<file path="src/hdl/msx_mem_pkg.sv">
package msx_mem_pkg;

   // Data and address widths
   typedef logic [7:0]  byte_t;
   typedef logic [15:0] cpu_addr_t;
   typedef logic [21:0] mem_addr_t;

   // Mapper bank index, as written through the I/O ports
   typedef logic [7:0]  ram_bank_t;

   // One of the four 16 KB pages of the CPU space
   typedef logic [1:0]  page_t;

   // SDRAM layout
   localparam mem_addr_t BIOS_BASE = 22'h000000;
   localparam mem_addr_t RAM_BASE  = 22'h040000;
   localparam mem_addr_t CART_BASE = 22'h100000;

   // 16 banks of 16 KB
   localparam int RAM_BANK_BITS  = 4;

   // 64 banks of 8 KB
   localparam int CART_BANK_BITS = 6;

endpackage

</file>
<file path="src/hdl/msx_slot_pkg.sv">
package msx_slot_pkg;

   typedef enum logic [2:0] {
      EMPTY,
      ROM,
      MSX2_RAM,
      CART,
      EXPANDED
   } slot_typ_t;

   // Slot layout, indexed [level][slot][page]
   // Level 0 holds the primary slots, level 1 the subslots of the expanded slot
   localparam slot_typ_t SLOT_LAYOUT [2][4][4] = '{
      '{
         '{ROM,      ROM,      EMPTY,    EMPTY},
         '{CART,     CART,     CART,     CART},
         '{EMPTY,    EMPTY,    EMPTY,    EMPTY},
         '{EXPANDED, EXPANDED, EXPANDED, EXPANDED}
      },
      '{
         '{ROM,      ROM,      EMPTY,    EMPTY},
         '{EMPTY,    EMPTY,    EMPTY,    EMPTY},
         '{MSX2_RAM, MSX2_RAM, MSX2_RAM, MSX2_RAM},
         '{EMPTY,    EMPTY,    EMPTY,    EMPTY}
      }
   };

   // ROM base per slot, same indexing without the page
   // Extension ROM follows the 32 KB main BIOS
   localparam msx_mem_pkg::mem_addr_t SLOT_ROM_BASE [2][4] = '{
      '{msx_mem_pkg::BIOS_BASE, '0, '0, '0},
      '{msx_mem_pkg::BIOS_BASE + 22'h008000, '0, '0, '0}
   };

   // Subslot register in the expanded slot
   localparam msx_mem_pkg::cpu_addr_t SUBSLOT_ADDR = 16'hFFFF;

   // Mapper ports FC to FF
   localparam msx_mem_pkg::byte_t MAPPER_PORT_BASE = 8'hFC;

   localparam logic [1:0] EXPANDED_SLOT = 2'd3;

endpackage

</file>
<file path="src/hdl/cart_rom_mapper.sv">
`timescale 1ns/10ps

module cart_rom_mapper (
   input  logic                   clk,
   input  logic                   reset,
   input  logic                   clk_en,
   input  logic                   wr,
   input  msx_mem_pkg::cpu_addr_t cpu_addr,
   input  msx_mem_pkg::byte_t     cpu_dout,
   output msx_mem_pkg::mem_addr_t cart_addr,
   output logic                   mapped
);

   import msx_mem_pkg::*;

   byte_t       bank_reg [4];
   logic        bank_wr;
   logic [1:0]  wr_idx;
   logic [1:0]  win_idx;
   byte_t       win_bank;
   logic [18:0] rom_offset;

   // ASCII8 bank registers live in 6000-7FFF, 2 KB apart
   assign bank_wr = clk_en && wr && (cpu_addr[15:13] == 3'b011);
   assign wr_idx  = cpu_addr[12:11];

   always_ff @(posedge clk or posedge reset) begin
      if (reset) begin
         for (int i = 0; i < 4; i++) begin
            bank_reg[i] <= byte_t'(i);
         end
      end else if (bank_wr) begin
         bank_reg[wr_idx] <= cpu_dout;
      end
   end

   // 8 KB windows at 4000, 6000, 8000 and A000
   assign win_idx = 2'(cpu_addr[15:13] - 3'd2);
   assign mapped  = (cpu_addr[15:14] == 2'b01) || (cpu_addr[15:14] == 2'b10);

   assign win_bank   = bank_reg[win_idx];
   assign rom_offset = {win_bank[CART_BANK_BITS-1:0], cpu_addr[12:0]};

   assign cart_addr = CART_BASE + mem_addr_t'(rom_offset);

endmodule

</file>
<file path="src/hdl/msx2_ram_mapper.sv">
`timescale 1ns/10ps

module msx2_ram_mapper (
   input  logic                   clk,
   input  logic                   reset,
   input  logic                   clk_en,
   input  msx_mem_pkg::cpu_addr_t cpu_addr,
   input  msx_mem_pkg::byte_t     cpu_dout,
   input  logic                   cpu_wr,
   input  logic                   cpu_rd,
   input  logic                   cpu_iorq,
   output msx_mem_pkg::ram_bank_t bank,
   output logic                   io_hit,
   output msx_mem_pkg::byte_t     rdata
);

   import msx_mem_pkg::*;
   import msx_slot_pkg::*;

   // Bits above the implemented bank width read as 1
   localparam byte_t UNUSED_MASK = ~byte_t'((1 << RAM_BANK_BITS) - 1);

   ram_bank_t bank_reg [4];
   logic      port_sel;
   logic      port_wr;

   // Ports FC to FF, low address byte only
   assign port_sel = cpu_iorq && (cpu_addr[7:2] == MAPPER_PORT_BASE[7:2]);
   assign port_wr  = clk_en && cpu_wr && port_sel;
   assign io_hit   = port_sel && cpu_rd;

   always_ff @(posedge clk or posedge reset) begin
      if (reset) begin
         // Pages 0 to 3 start on banks 3 to 0
         for (int i = 0; i < 4; i++) begin
            bank_reg[i] <= ram_bank_t'(3 - i);
         end
      end else if (port_wr) begin
         bank_reg[cpu_addr[1:0]] <= cpu_dout;
      end
   end

   // Bank for the page being accessed
   assign bank = bank_reg[cpu_addr[15:14]];

   assign rdata = bank_reg[cpu_addr[1:0]] | UNUSED_MASK;

   // An I/O cycle on the mapper ports is either a read or a write
   a_port_rd_wr_excl: assert property (
      @(posedge clk) disable iff (reset)
      port_sel |-> !(cpu_rd && cpu_wr)
   ) else $error("mapper port read and written in the same cycle");

endmodule

</file>
<file path="src/hdl/msx_slots.sv">
`timescale 1ns/10ps

module msx_slots (
   input  logic                   clk,
   input  logic                   reset,
   input  logic                   clk_en,
   input  logic [1:0]             active_slot,
   // CPU bus
   input  msx_mem_pkg::cpu_addr_t cpu_addr,
   input  msx_mem_pkg::byte_t     cpu_dout,
   output msx_mem_pkg::byte_t     cpu_din,
   input  logic                   cpu_wr,
   input  logic                   cpu_rd,
   input  logic                   cpu_mreq,
   input  logic                   cpu_iorq,
   // SDRAM
   output msx_mem_pkg::mem_addr_t sdram_addr,
   output msx_mem_pkg::byte_t     sdram_din,
   output logic                   sdram_we,
   output logic                   sdram_rd,
   input  msx_mem_pkg::byte_t     sdram_dout
);

   import msx_mem_pkg::*;
   import msx_slot_pkg::*;

   page_t     page;
   page_t     page_subslot;
   slot_typ_t prim_typ;
   slot_typ_t eff_typ;
   logic      expanded;
   mem_addr_t rom_base;

   logic      mem_rd;
   logic      mem_wr;
   logic      subslot_wr;
   logic      subslot_hit;
   logic      subslot_acc;
   byte_t     subslot_rdata;

   ram_bank_t ram_bank;
   logic      mapper_hit;
   byte_t     mapper_rdata;

   logic      cart_wr;
   logic      cart_mapped;
   mem_addr_t cart_addr;

   logic      mem_sel;

   assign page   = cpu_addr[15:14];
   assign mem_rd = cpu_rd && cpu_mreq;
   assign mem_wr = cpu_wr && cpu_mreq;

   // Slot type lookup, going one level down in the expanded slot
   assign prim_typ = SLOT_LAYOUT[0][active_slot][page];
   assign expanded = (prim_typ == EXPANDED);

   always_comb begin
      if (expanded) begin
         eff_typ  = SLOT_LAYOUT[1][page_subslot][page];
         rom_base = SLOT_ROM_BASE[1][page_subslot];
      end else begin
         eff_typ  = prim_typ;
         rom_base = SLOT_ROM_BASE[0][active_slot];
      end
   end

   // Subslot register, only in the expanded slot
   assign subslot_wr = mem_wr && (active_slot == EXPANDED_SLOT);

   subslot_select subslot_select_i (
      .clk          (clk),
      .reset        (reset),
      .clk_en       (clk_en),
      .wr           (subslot_wr),
      .cpu_addr     (cpu_addr),
      .wdata        (cpu_dout),
      .page_subslot (page_subslot),
      .reg_hit      (subslot_hit),
      .rdata        (subslot_rdata)
   );

   // FFFF in slot 3 is the register, not memory
   assign subslot_acc = cpu_mreq && expanded && subslot_hit;

   msx2_ram_mapper msx2_ram_mapper_i (
      .clk      (clk),
      .reset    (reset),
      .clk_en   (clk_en),
      .cpu_addr (cpu_addr),
      .cpu_dout (cpu_dout),
      .cpu_wr   (cpu_wr),
      .cpu_rd   (cpu_rd),
      .cpu_iorq (cpu_iorq),
      .bank     (ram_bank),
      .io_hit   (mapper_hit),
      .rdata    (mapper_rdata)
   );

   assign cart_wr = mem_wr && (eff_typ == CART);

   cart_rom_mapper cart_rom_mapper_i (
      .clk       (clk),
      .reset     (reset),
      .clk_en    (clk_en),
      .wr        (cart_wr),
      .cpu_addr  (cpu_addr),
      .cpu_dout  (cpu_dout),
      .cart_addr (cart_addr),
      .mapped    (cart_mapped)
   );

   always_comb begin
      case (eff_typ)
         ROM:      sdram_addr = rom_base + mem_addr_t'(cpu_addr);
         MSX2_RAM: sdram_addr = RAM_BASE
                              + mem_addr_t'({ram_bank[RAM_BANK_BITS-1:0], cpu_addr[13:0]});
         CART:     sdram_addr = cart_addr;
         default:  sdram_addr = '0;
      endcase
   end

   // Memory cycle that lands in ROM, RAM or a live cartridge window
   assign mem_sel = cpu_mreq && !subslot_acc
                 && ((eff_typ == ROM) || (eff_typ == MSX2_RAM)
                     || ((eff_typ == CART) && cart_mapped));

   assign sdram_din = cpu_dout;
   assign sdram_we  = mem_wr && (eff_typ == MSX2_RAM) && !subslot_hit;
   assign sdram_rd  = mem_rd && mem_sel;

   always_comb begin
      if (mapper_hit) begin
         cpu_din = mapper_rdata;
      end else if (subslot_acc) begin
         cpu_din = subslot_rdata;
      end else if (mem_sel) begin
         cpu_din = sdram_dout;
      end else begin
         cpu_din = 8'hFF;
      end
   end

   a_no_rd_and_we: assert property (
      @(posedge clk) disable iff (reset)
      !(sdram_we && sdram_rd)
   ) else $error("SDRAM read and write strobes high together");

endmodule

</file>
<file path="src/hdl/subslot_select.sv">
`timescale 1ns/10ps

module subslot_select (
   input  logic                   clk,
   input  logic                   reset,
   input  logic                   clk_en,
   input  logic                   wr,
   input  msx_mem_pkg::cpu_addr_t cpu_addr,
   input  msx_mem_pkg::byte_t     wdata,
   output msx_mem_pkg::page_t     page_subslot,
   output logic                   reg_hit,
   output msx_mem_pkg::byte_t     rdata
);

   import msx_mem_pkg::*;
   import msx_slot_pkg::*;

   // Two bits per page, page 0 in the low bits
   byte_t subslot_reg;
   logic  reg_wr;

   assign reg_hit = (cpu_addr == SUBSLOT_ADDR);
   assign reg_wr  = clk_en && wr && reg_hit;

   always_ff @(posedge clk or posedge reset) begin
      if (reset) begin
         subslot_reg <= '0;
      end else if (reg_wr) begin
         subslot_reg <= wdata;
      end
   end

   always_comb begin
      case (cpu_addr[15:14])
         2'd0:    page_subslot = subslot_reg[1:0];
         2'd1:    page_subslot = subslot_reg[3:2];
         2'd2:    page_subslot = subslot_reg[5:4];
         default: page_subslot = subslot_reg[7:6];
      endcase
   end

   // MSX reads the register back inverted
   assign rdata = ~subslot_reg;

endmodule

</file>
<file path="config.mk">
export PLATFORM = sky130hd
export DESIGN_NAME = msx_slots
export DESIGN_NICKNAME = d
export VERILOG_FILES = /design/src/hdl/msx_mem_pkg.sv /design/src/hdl/msx_slot_pkg.sv /design/src/hdl/cart_rom_mapper.sv /design/src/hdl/msx2_ram_mapper.sv /design/src/hdl/msx_slots.sv /design/src/hdl/subslot_select.sv
export SDC_FILE = /design/constraint.sdc
export NUM_CORES = 1
export LEC_CHECK = 0
export ABC_CLOCK_PERIOD_IN_PS = 2550
export BUFFER_PORTS_ARGS = -buffer_cell sky130_fd_sc_hd__buf_2
export CORE_MARGIN = 1
export CORE_UTILIZATION = 56
export DETAILED_ROUTE_END_ITERATION = 8
export PLACE_DENSITY_LB_ADDON = 0.15
export SLEW_MARGIN = 10
export SYNTH_ARGS = -nofsm -noshare
export SYNTH_HDL_FRONTEND = slang
export SYNTH_HIERARCHICAL = 1
export SYNTH_SLANG_ARGS = --single-unit
</file>
<file path="constraint.sdc">
create_clock -name clk -period 2.55 [get_ports clk]
set_input_delay 0.255 -clock clk [delete_from_list [all_inputs] [get_ports clk]]
set_output_delay 0.255 -clock clk [all_outputs]
set_load 0.02 [all_outputs]
</file>
==> impl_results.md, run 1 <==
- Initial antenna violation count: 0
- Initial core utilization: 59.7%
- Max-capacitance violation count: 0
- Final Critical Period: 2.49 ns
- TritonCTS clock tree: done
- Placement row count: 27
- Routed len/inst: 17.8 µm
- Non-Filler Cell Area, Final: 3750 µm²
- Maximum frequency from static timing analysis: 402 MHz
- Minimum setup slack after placement: 0.238 ns
- Met2 Use GR: 41.4%
- Total count of max-transition violations in the final report: 0
- Die Footprint: 6330 µm²
- Total wirelength of the detailed-routed design: 7170 µm
- Layout cells sized above 1: 56.3%
- Remaining max-slew budget at the tightest pin: 42.1%
- Pwr Density: 407 nW/µm²
- Layout Nets: 373
- I/O Pins: 81
- Result of the run: completed
- Post-Syn Instances: 273
- Arrival time at the worst endpoint: 2.24 ns
- Number of DRC markers after the initial detailed-route iteration: 92
- Worst setup slack after layout: 0.0597 ns
- Crit Path Max Fanout: 3
- M1 GR Usage: 30.9%
- Count of H-tree levels built during CTS: 2
- Area occupied by registers: 1210 µm²
- Slew at the pin with the worst max-slew slack: 0.867 ns
- Post-DR vias/cell: 5.72
- Final Util: 66.5%
- Synthesis-to-finish area growth: 11.4%
- Die boundary width: 79.6 µm
- First-pass GRT wire length: 11100 µm
- Post-synthesis instance area: 3370 µm²
- Total number of vias: 2310
- Power after layout: 1.53 mW
- Post-route fraction of the period consumed by the critical path: 97.7%
- Worst vdd rail ir drop: 0.345 mV
- Area of the core: 5640 µm²
- Count of buffers from port buffering: 78
- Clock skew after layout: 0 ns
- DIE HEIGHT: 79.6 µm
- Flip-flop count of the largest register, all copies and words added: 24
- CTS root buf: sky130_fd_sc_hd__clkbuf_8
- Largest net degree at the start of global routing: 25
- Hold Fails Final Rpt: 0
- Remaining DRCs: 0
- Buffers from clock root to sink, at most: 2
- Num CTS Buffers: 5
- Global placement routability congestion: 0.786
- Number of failing setup endpoints in the final timing report: 0
- CP Launch Type: flop
- Static leakage: 1.87 nW
- Half-perimeter wire length after placement: 5330 µm
- Number of diodes added for antenna fixing: 0
- Sink count of the clock tree: 48
- Required time of the worst setup path: 2.30 ns
- Synth Warn #: 6
- Filler instances: 464
- Worst-skew pair later-pin latency: 0.29 ns
- Crit. End Element: primary output
- WS Path Type: reg2out
- Worst min path class: in2reg
- Met3 layer usage reported by global route: 4.34%
- Area after DPL: 3640 µm²
- GRT Util Overall: 23.9%
- Final antenna-violating net count: 0
- Most Used Layer, Global Route: met2
- Global route total overflow: 0
- Multi-input gate area in the final layout: 1830 µm²
- Number of global-route vias before repair: 2166
- Clock-pin slew on the worst setup and hold paths: 0.08 ns
- First-pass detailed-route iteration total: 4
- Per-instance average area after synthesis: 12.3 µm²
==> layout by cell type (no fill, tap or decap), types with 2 or more instances in the layout <==
master                     count
sky130_fd_sc_hd__dfrtp_1      40
sky130_fd_sc_hd__nand4_1       4
sky130_fd_sc_hd__a22o_1       18
sky130_fd_sc_hd__o31ai_1       8
sky130_fd_sc_hd__buf_4         9
sky130_fd_sc_hd__and3_1        2
sky130_fd_sc_hd__clkinv_2      2
sky130_fd_sc_hd__nand2_1       5
sky130_fd_sc_hd__mux2_4       14
sky130_fd_sc_hd__mux2_2       33
sky130_fd_sc_hd__inv_1        16
sky130_fd_sc_hd__buf_2        78
sky130_fd_sc_hd__nor3_2        3
sky130_fd_sc_hd__a31oi_1       9
sky130_fd_sc_hd__clkbuf_8      6
sky130_fd_sc_hd__nand2b_1     10
sky130_fd_sc_hd__dfstp_2       8
sky130_fd_sc_hd__nor4_4        6
sky130_fd_sc_hd__and2_1        3
sky130_fd_sc_hd__a21o_1        4
sky130_fd_sc_hd__nor2_1        9
sky130_fd_sc_hd__or2_1         2
sky130_fd_sc_hd__mux4_2       16
sky130_fd_sc_hd__conb_1        7
==> critical path: stages (launching register included) <==
cell and delay [ns]:
sky130_fd_sc_hd__dfrtp_1 0.43, sky130_fd_sc_hd__mux4_2 0.51, sky130_fd_sc_hd__or3_4 0.40, sky130_fd_sc_hd__inv_1 0.07, sky130_fd_sc_hd__ha_1 0.22, sky130_fd_sc_hd__a21o_1 0.16
sky130_fd_sc_hd__buf_2 0.15
==> report_power, final <==
part / switching [mW] / internal (mW)
clock network: 0.240 / 0.216
registers: 0.00755 / 0.777
logic: 0.176 / 0.110
==> through the flow <==
stage	instances	setup TNS [ns]	hold WS [ns]
after global routing	404	-0.00426	0.200
after CTS	402	0	0.186
after floorplan	277	0	0.0707
after detailed placement	393	0	0.244
after global placement	393	0	0.247
final	404	0	0.190
==> final cells by class <==
type | count | area share, %
Inverter | 16 | 1.60
Multi-Input combinational cell | 172 | 48.8
Clock buffer | 6 | 2.20
Sequential cell | 48 | 32.3
Tap cell | 72 | 2.40
Clock inverter | 2 | 0.267
Timing Repair Buffer | 88 | 12.5
==> routing by layer <==
metal,part of all wire (%),up-vias,wire length (µm)
li1,-,1094,-
met1,43,1130,3110
met2,49,77,3540
met5,0,-,0
met4,1.3,0,91
met3,6.1,9,437
==> final timing paths <==
path / start / endpoint / slack [ns] / depth (start not counted)
max: subslot_select_i/subslot_reg[4]$_DFFE_PP0P_ / sdram_addr[15] / 0.06 / 6
min: cpu_dout[6] / subslot_select_i/subslot_reg[6]$_DFFE_PP0P_ / 0.19 / 2
max reg2reg: subslot_select_i/subslot_reg[6]$_DFFE_PP0P_ / subslot_select_i/subslot_reg[6]$_DFFE_PP0P_ / 1.65 / 2
min reg2reg: cart_rom_mapper_i/bank_reg[21]$_DFFE_PP0P_ / cart_rom_mapper_i/bank_reg[21]$_DFFE_PP0P_ / 0.51 / 1
max in group asynchronous: reset / cart_rom_mapper_i/bank_reg[25]$_DFFE_PP0P_ / 1.30 / 3
min in group asynchronous: reset / subslot_select_i/subslot_reg[4]$_DFFE_PP0P_ / 0.47 / 3
==> timing repair <==
item,in CTS,in global routing
hold buffers,1,0
hold endpoints to repair,8,0
pin swaps,0,0
endpoints found under the setup margin,1,3
resized for setup,1,2
setup buffers,0,2
(Power assumes the default switching activity.)
==> inputs of run 2 (changes only) <==
Settings changed: CORE_UTILIZATION 56 to 53, SYNTH_HIERARCHICAL 1 to default.
==> impl_results.md, run 2 <==
- Power after layout: 1.63 mW
- Buffers from clock root to sink, at most: 2
- Max-capacitance violation count: 0
- Post-synthesis instance area: 3040 µm²
- Half-perimeter wire length after placement: 5610 µm
- Post-synth top area share: 32.9%
- Die Footprint: 6050 µm²
- Slew at the pin with the worst max-slew slack: 0.572 ns
- M1 GR Usage: 34.6%
- Layout Nets: 389
- Flip-flop count of the largest register, all copies and words added: 24
- Worst-skew pair later-pin latency: 0.30 ns
- Synthesis-to-finish area growth: 22.4%
- Number of diodes added for antenna fixing: 0
- Pwr Density: 439 nW/µm²
- Initial core utilization: 55.3%
- Most Used Layer, Global Route: met2
- Global route total overflow: 0
- Final Critical Period: 2.45 ns
- Main combinational cell family by area after synthesis: multiplexers
- Ranking of synthesized cells by instance count: 49 x sky130_fd_sc_hd__mux2_2, 40 x sky130_fd_sc_hd__dfrtp_1, 15 x sky130_fd_sc_hd__and2_1, 15 x sky130_fd_sc_hd__nand2_1
- Crit Path Max Fanout: 3
- GRT Util Overall: 26.4%
- WS Path Type: reg2out
- Num CTS Buffers: 5
- Area share of and/or/nand/nor cells after synthesis: 15.8%
- Hold path depth: 2
- Flip-flop cell with the highest count after synthesis: sky130_fd_sc_hd__dfrtp_1
- Number of failing setup endpoints in the final timing report: 0
- Layout cells sized above 1: 56.7%
- I/O Pins: 81
- Routed len/inst: 18.0 µm
- Sink count of the clock tree: 48
- Post-synth cell types: 51
- Post-Syn Instances: 256
- Count of flip-flops with a built-in enable after synthesis: 0
- Initial antenna violation count: 0
- Total wirelength of the detailed-routed design: 7440 µm
- Post-synth ARST share: 100%
- Clock skew after layout: 0 ns
- Placement row count: 27
- Setup repair after global routing missed its margin: true
- Final antenna-violating net count: 0
- Worst vdd rail ir drop: 0.380 mV
- Met3 layer usage reported by global route: 4.71%
- Leading cell types in the layout, fill and taps excluded: 73 x sky130_fd_sc_hd__buf_2, 49 x sky130_fd_sc_hd__mux2_2, 40 x sky130_fd_sc_hd__dfrtp_1, 23 x sky130_fd_sc_hd__buf_4
- Flops & latches, synth: 48
- Maximum frequency from static timing analysis: 407 MHz
- Fin Setup TNS: 0 ns
- First-pass detailed-route iteration total: 5
- Post-DR vias/cell: 5.86
- Arrival time at the worst endpoint: 2.20 ns
- Post-route fraction of the period consumed by the critical path: 96.2%
- Number of DRC markers after the initial detailed-route iteration: 146
- Required time of the worst setup path: 2.30 ns
- Area of the core: 5510 µm²
- Hold Fails Final Rpt: 0
- Total number of vias: 2427
- Worst min path class: in2reg
- Complex-gate fraction of the synthesized area: 7.73%
- Share of synthesized area spent on multiplexers: 28.4%
- Synth Warn #: 0
- CTS root buf: sky130_fd_sc_hd__clkbuf_8
- Global placement routability congestion: 0.934
- Adder-Cell Fraction of Synth Area: 2.47%
- Part of the Yosys area used for sequential elements: 39.8%
- Result of the run: completed
- Count of H-tree levels built during CTS: 2
- Count of buffers from port buffering: 78
- First-pass GRT wire length: 12100 µm
- Leading cell type in the layout, fill and taps excluded: sky130_fd_sc_hd__buf_2
- Most numerous cell in the Yosys netlist: sky130_fd_sc_hd__mux2_2
- Crit. End Element: primary output
- Number of cell instances on the worst register-to-register path: 2
- DIE HEIGHT: 77.8 µm
- Clock-pin slew on the worst setup and hold paths: 0.09 ns
- CP Launch Type: flop
- TritonCTS clock tree: done
- Area share of xor/xnor cells in the synthesized design: 0%
- Met2 Use GR: 45.4%
- Remaining DRCs: 0
- Cell types occupying the most area after synthesis: sky130_fd_sc_hd__dfrtp_1 33%, sky130_fd_sc_hd__mux2_2 18%, sky130_fd_sc_hd__mux4_2 8.9%
- Number of global-route vias before repair: 2358
- Static leakage: 1.84 nW
- Remaining max-slew budget at the tightest pin: 61.5%
- Per-instance average area after synthesis: 11.9 µm²
- Total count of max-transition violations in the final report: 0
- Largest net degree at the start of global routing: 26
- Die boundary width: 77.8 µm
- Cell type with the highest aggregate area in the netlist: sky130_fd_sc_hd__dfrtp_1
run 2: what timing repair did:
item	CTS	global route
setup endpoints to repair	3	12
hold endpoints to repair	19	0
setup buffers	3	3
hold buffers	1	0
resized for setup	1	17
pin swaps	3	3
run 2: stage by stage:
stage	instance area [µm²]	setup WS [ns]	cells	utilization [%]	hold slack, ns
4_1_cts	3650	0.00253	412	66.3	0.169
2_1_floorplan	3060	-0.0333	257	-	0.387
3_5_place_dp	3510	0.0172	401	63.7	0.324
3_3_place_gp	3510	0.0656	401	63.7	0.319
5_1_grt	3720	-0.0584	414	67.6	0.189
6_report	3720	0.0958	414	67.6	0.167
run 2: cell type report:
type | instances | area [µm²]
clock buffer | 6 | 72.6
multi-input combinational | 180 | 1720
inverter | 8 | 30.0
tap | 72 | 90.1
timing repair buffer | 99 | 567
fill | 421 | 1780
sequential | 48 | 1210
clock inverter | 1 | 30.0
run 2: where the power goes:
| group | switching [mW] | total [mW] | internal, mW |
|---|---|---|---|
| Clock | 0.249 | 0.537 | 0.288 |
| Combinational | 0.183 | 0.312 | 0.129 |
| Sequential | 0.00773 | 0.785 | 0.777 |
| Total | 0.440 | 1.63 | 1.19 |
run 2: layer usage:
layer  wire length (µm)  up-vias
li1                   -     1110
met1               3260     1201
met2               3580      100
met3                478       16
met4                123        0
met5                  0        -
run 2: path summary, 6_finish.rpt:
check / start / to / slack (ns)
worst max-delay path: subslot_select_i.subslot_reg[2]$_DFFE_PP0P_ / sdram_addr[16] / 0.1
worst min-delay path: cpu_dout[6] / subslot_select_i.subslot_reg[6]$_DFFE_PP0P_ / 0.17
worst max register to register: subslot_select_i.subslot_reg[5]$_DFFE_PP0P_ / subslot_select_i.subslot_reg[5]$_DFFE_PP0P_ / 1.63
worst min register to register: cart_rom_mapper_i.bank_reg[3]$_DFFE_PP0P_ / cart_rom_mapper_i.bank_reg[3]$_DFFE_PP0P_ / 0.51
max in group asynchronous: reset / cart_rom_mapper_i.bank_reg[16]$_DFFE_PP1P_ / 1.26
min in group asynchronous: reset / msx2_ram_mapper_i.bank_reg[3]$_DFFE_PP0P_ / 0.52
run 2: critical path, cell delays in order, from the launching register on:
cell and delay (ns):
sky130_fd_sc_hd__dfrtp_1 0.42, sky130_fd_sc_hd__a22oi_2 0.19, sky130_fd_sc_hd__a32o_2 0.21, sky130_fd_sc_hd__buf_4 0.12
sky130_fd_sc_hd__nand2_1 0.06, sky130_fd_sc_hd__nor2_1 0.10, sky130_fd_sc_hd__ha_1 0.18, sky130_fd_sc_hd__nor2b_4 0.15
sky130_fd_sc_hd__mux2i_1 0.08, sky130_fd_sc_hd__o22ai_1 0.20, sky130_fd_sc_hd__buf_4 0.18
run 2: logic make-up after synthesis:
logic type | after synthesis
AND/OR/NAND/NOR | 74
AO/OA/AOI/OAI | 33
buffers and inverters | 29
multiplexers | 65
other | 1
adder cells (fa/ha/maj) | 6
flip-flops | 48
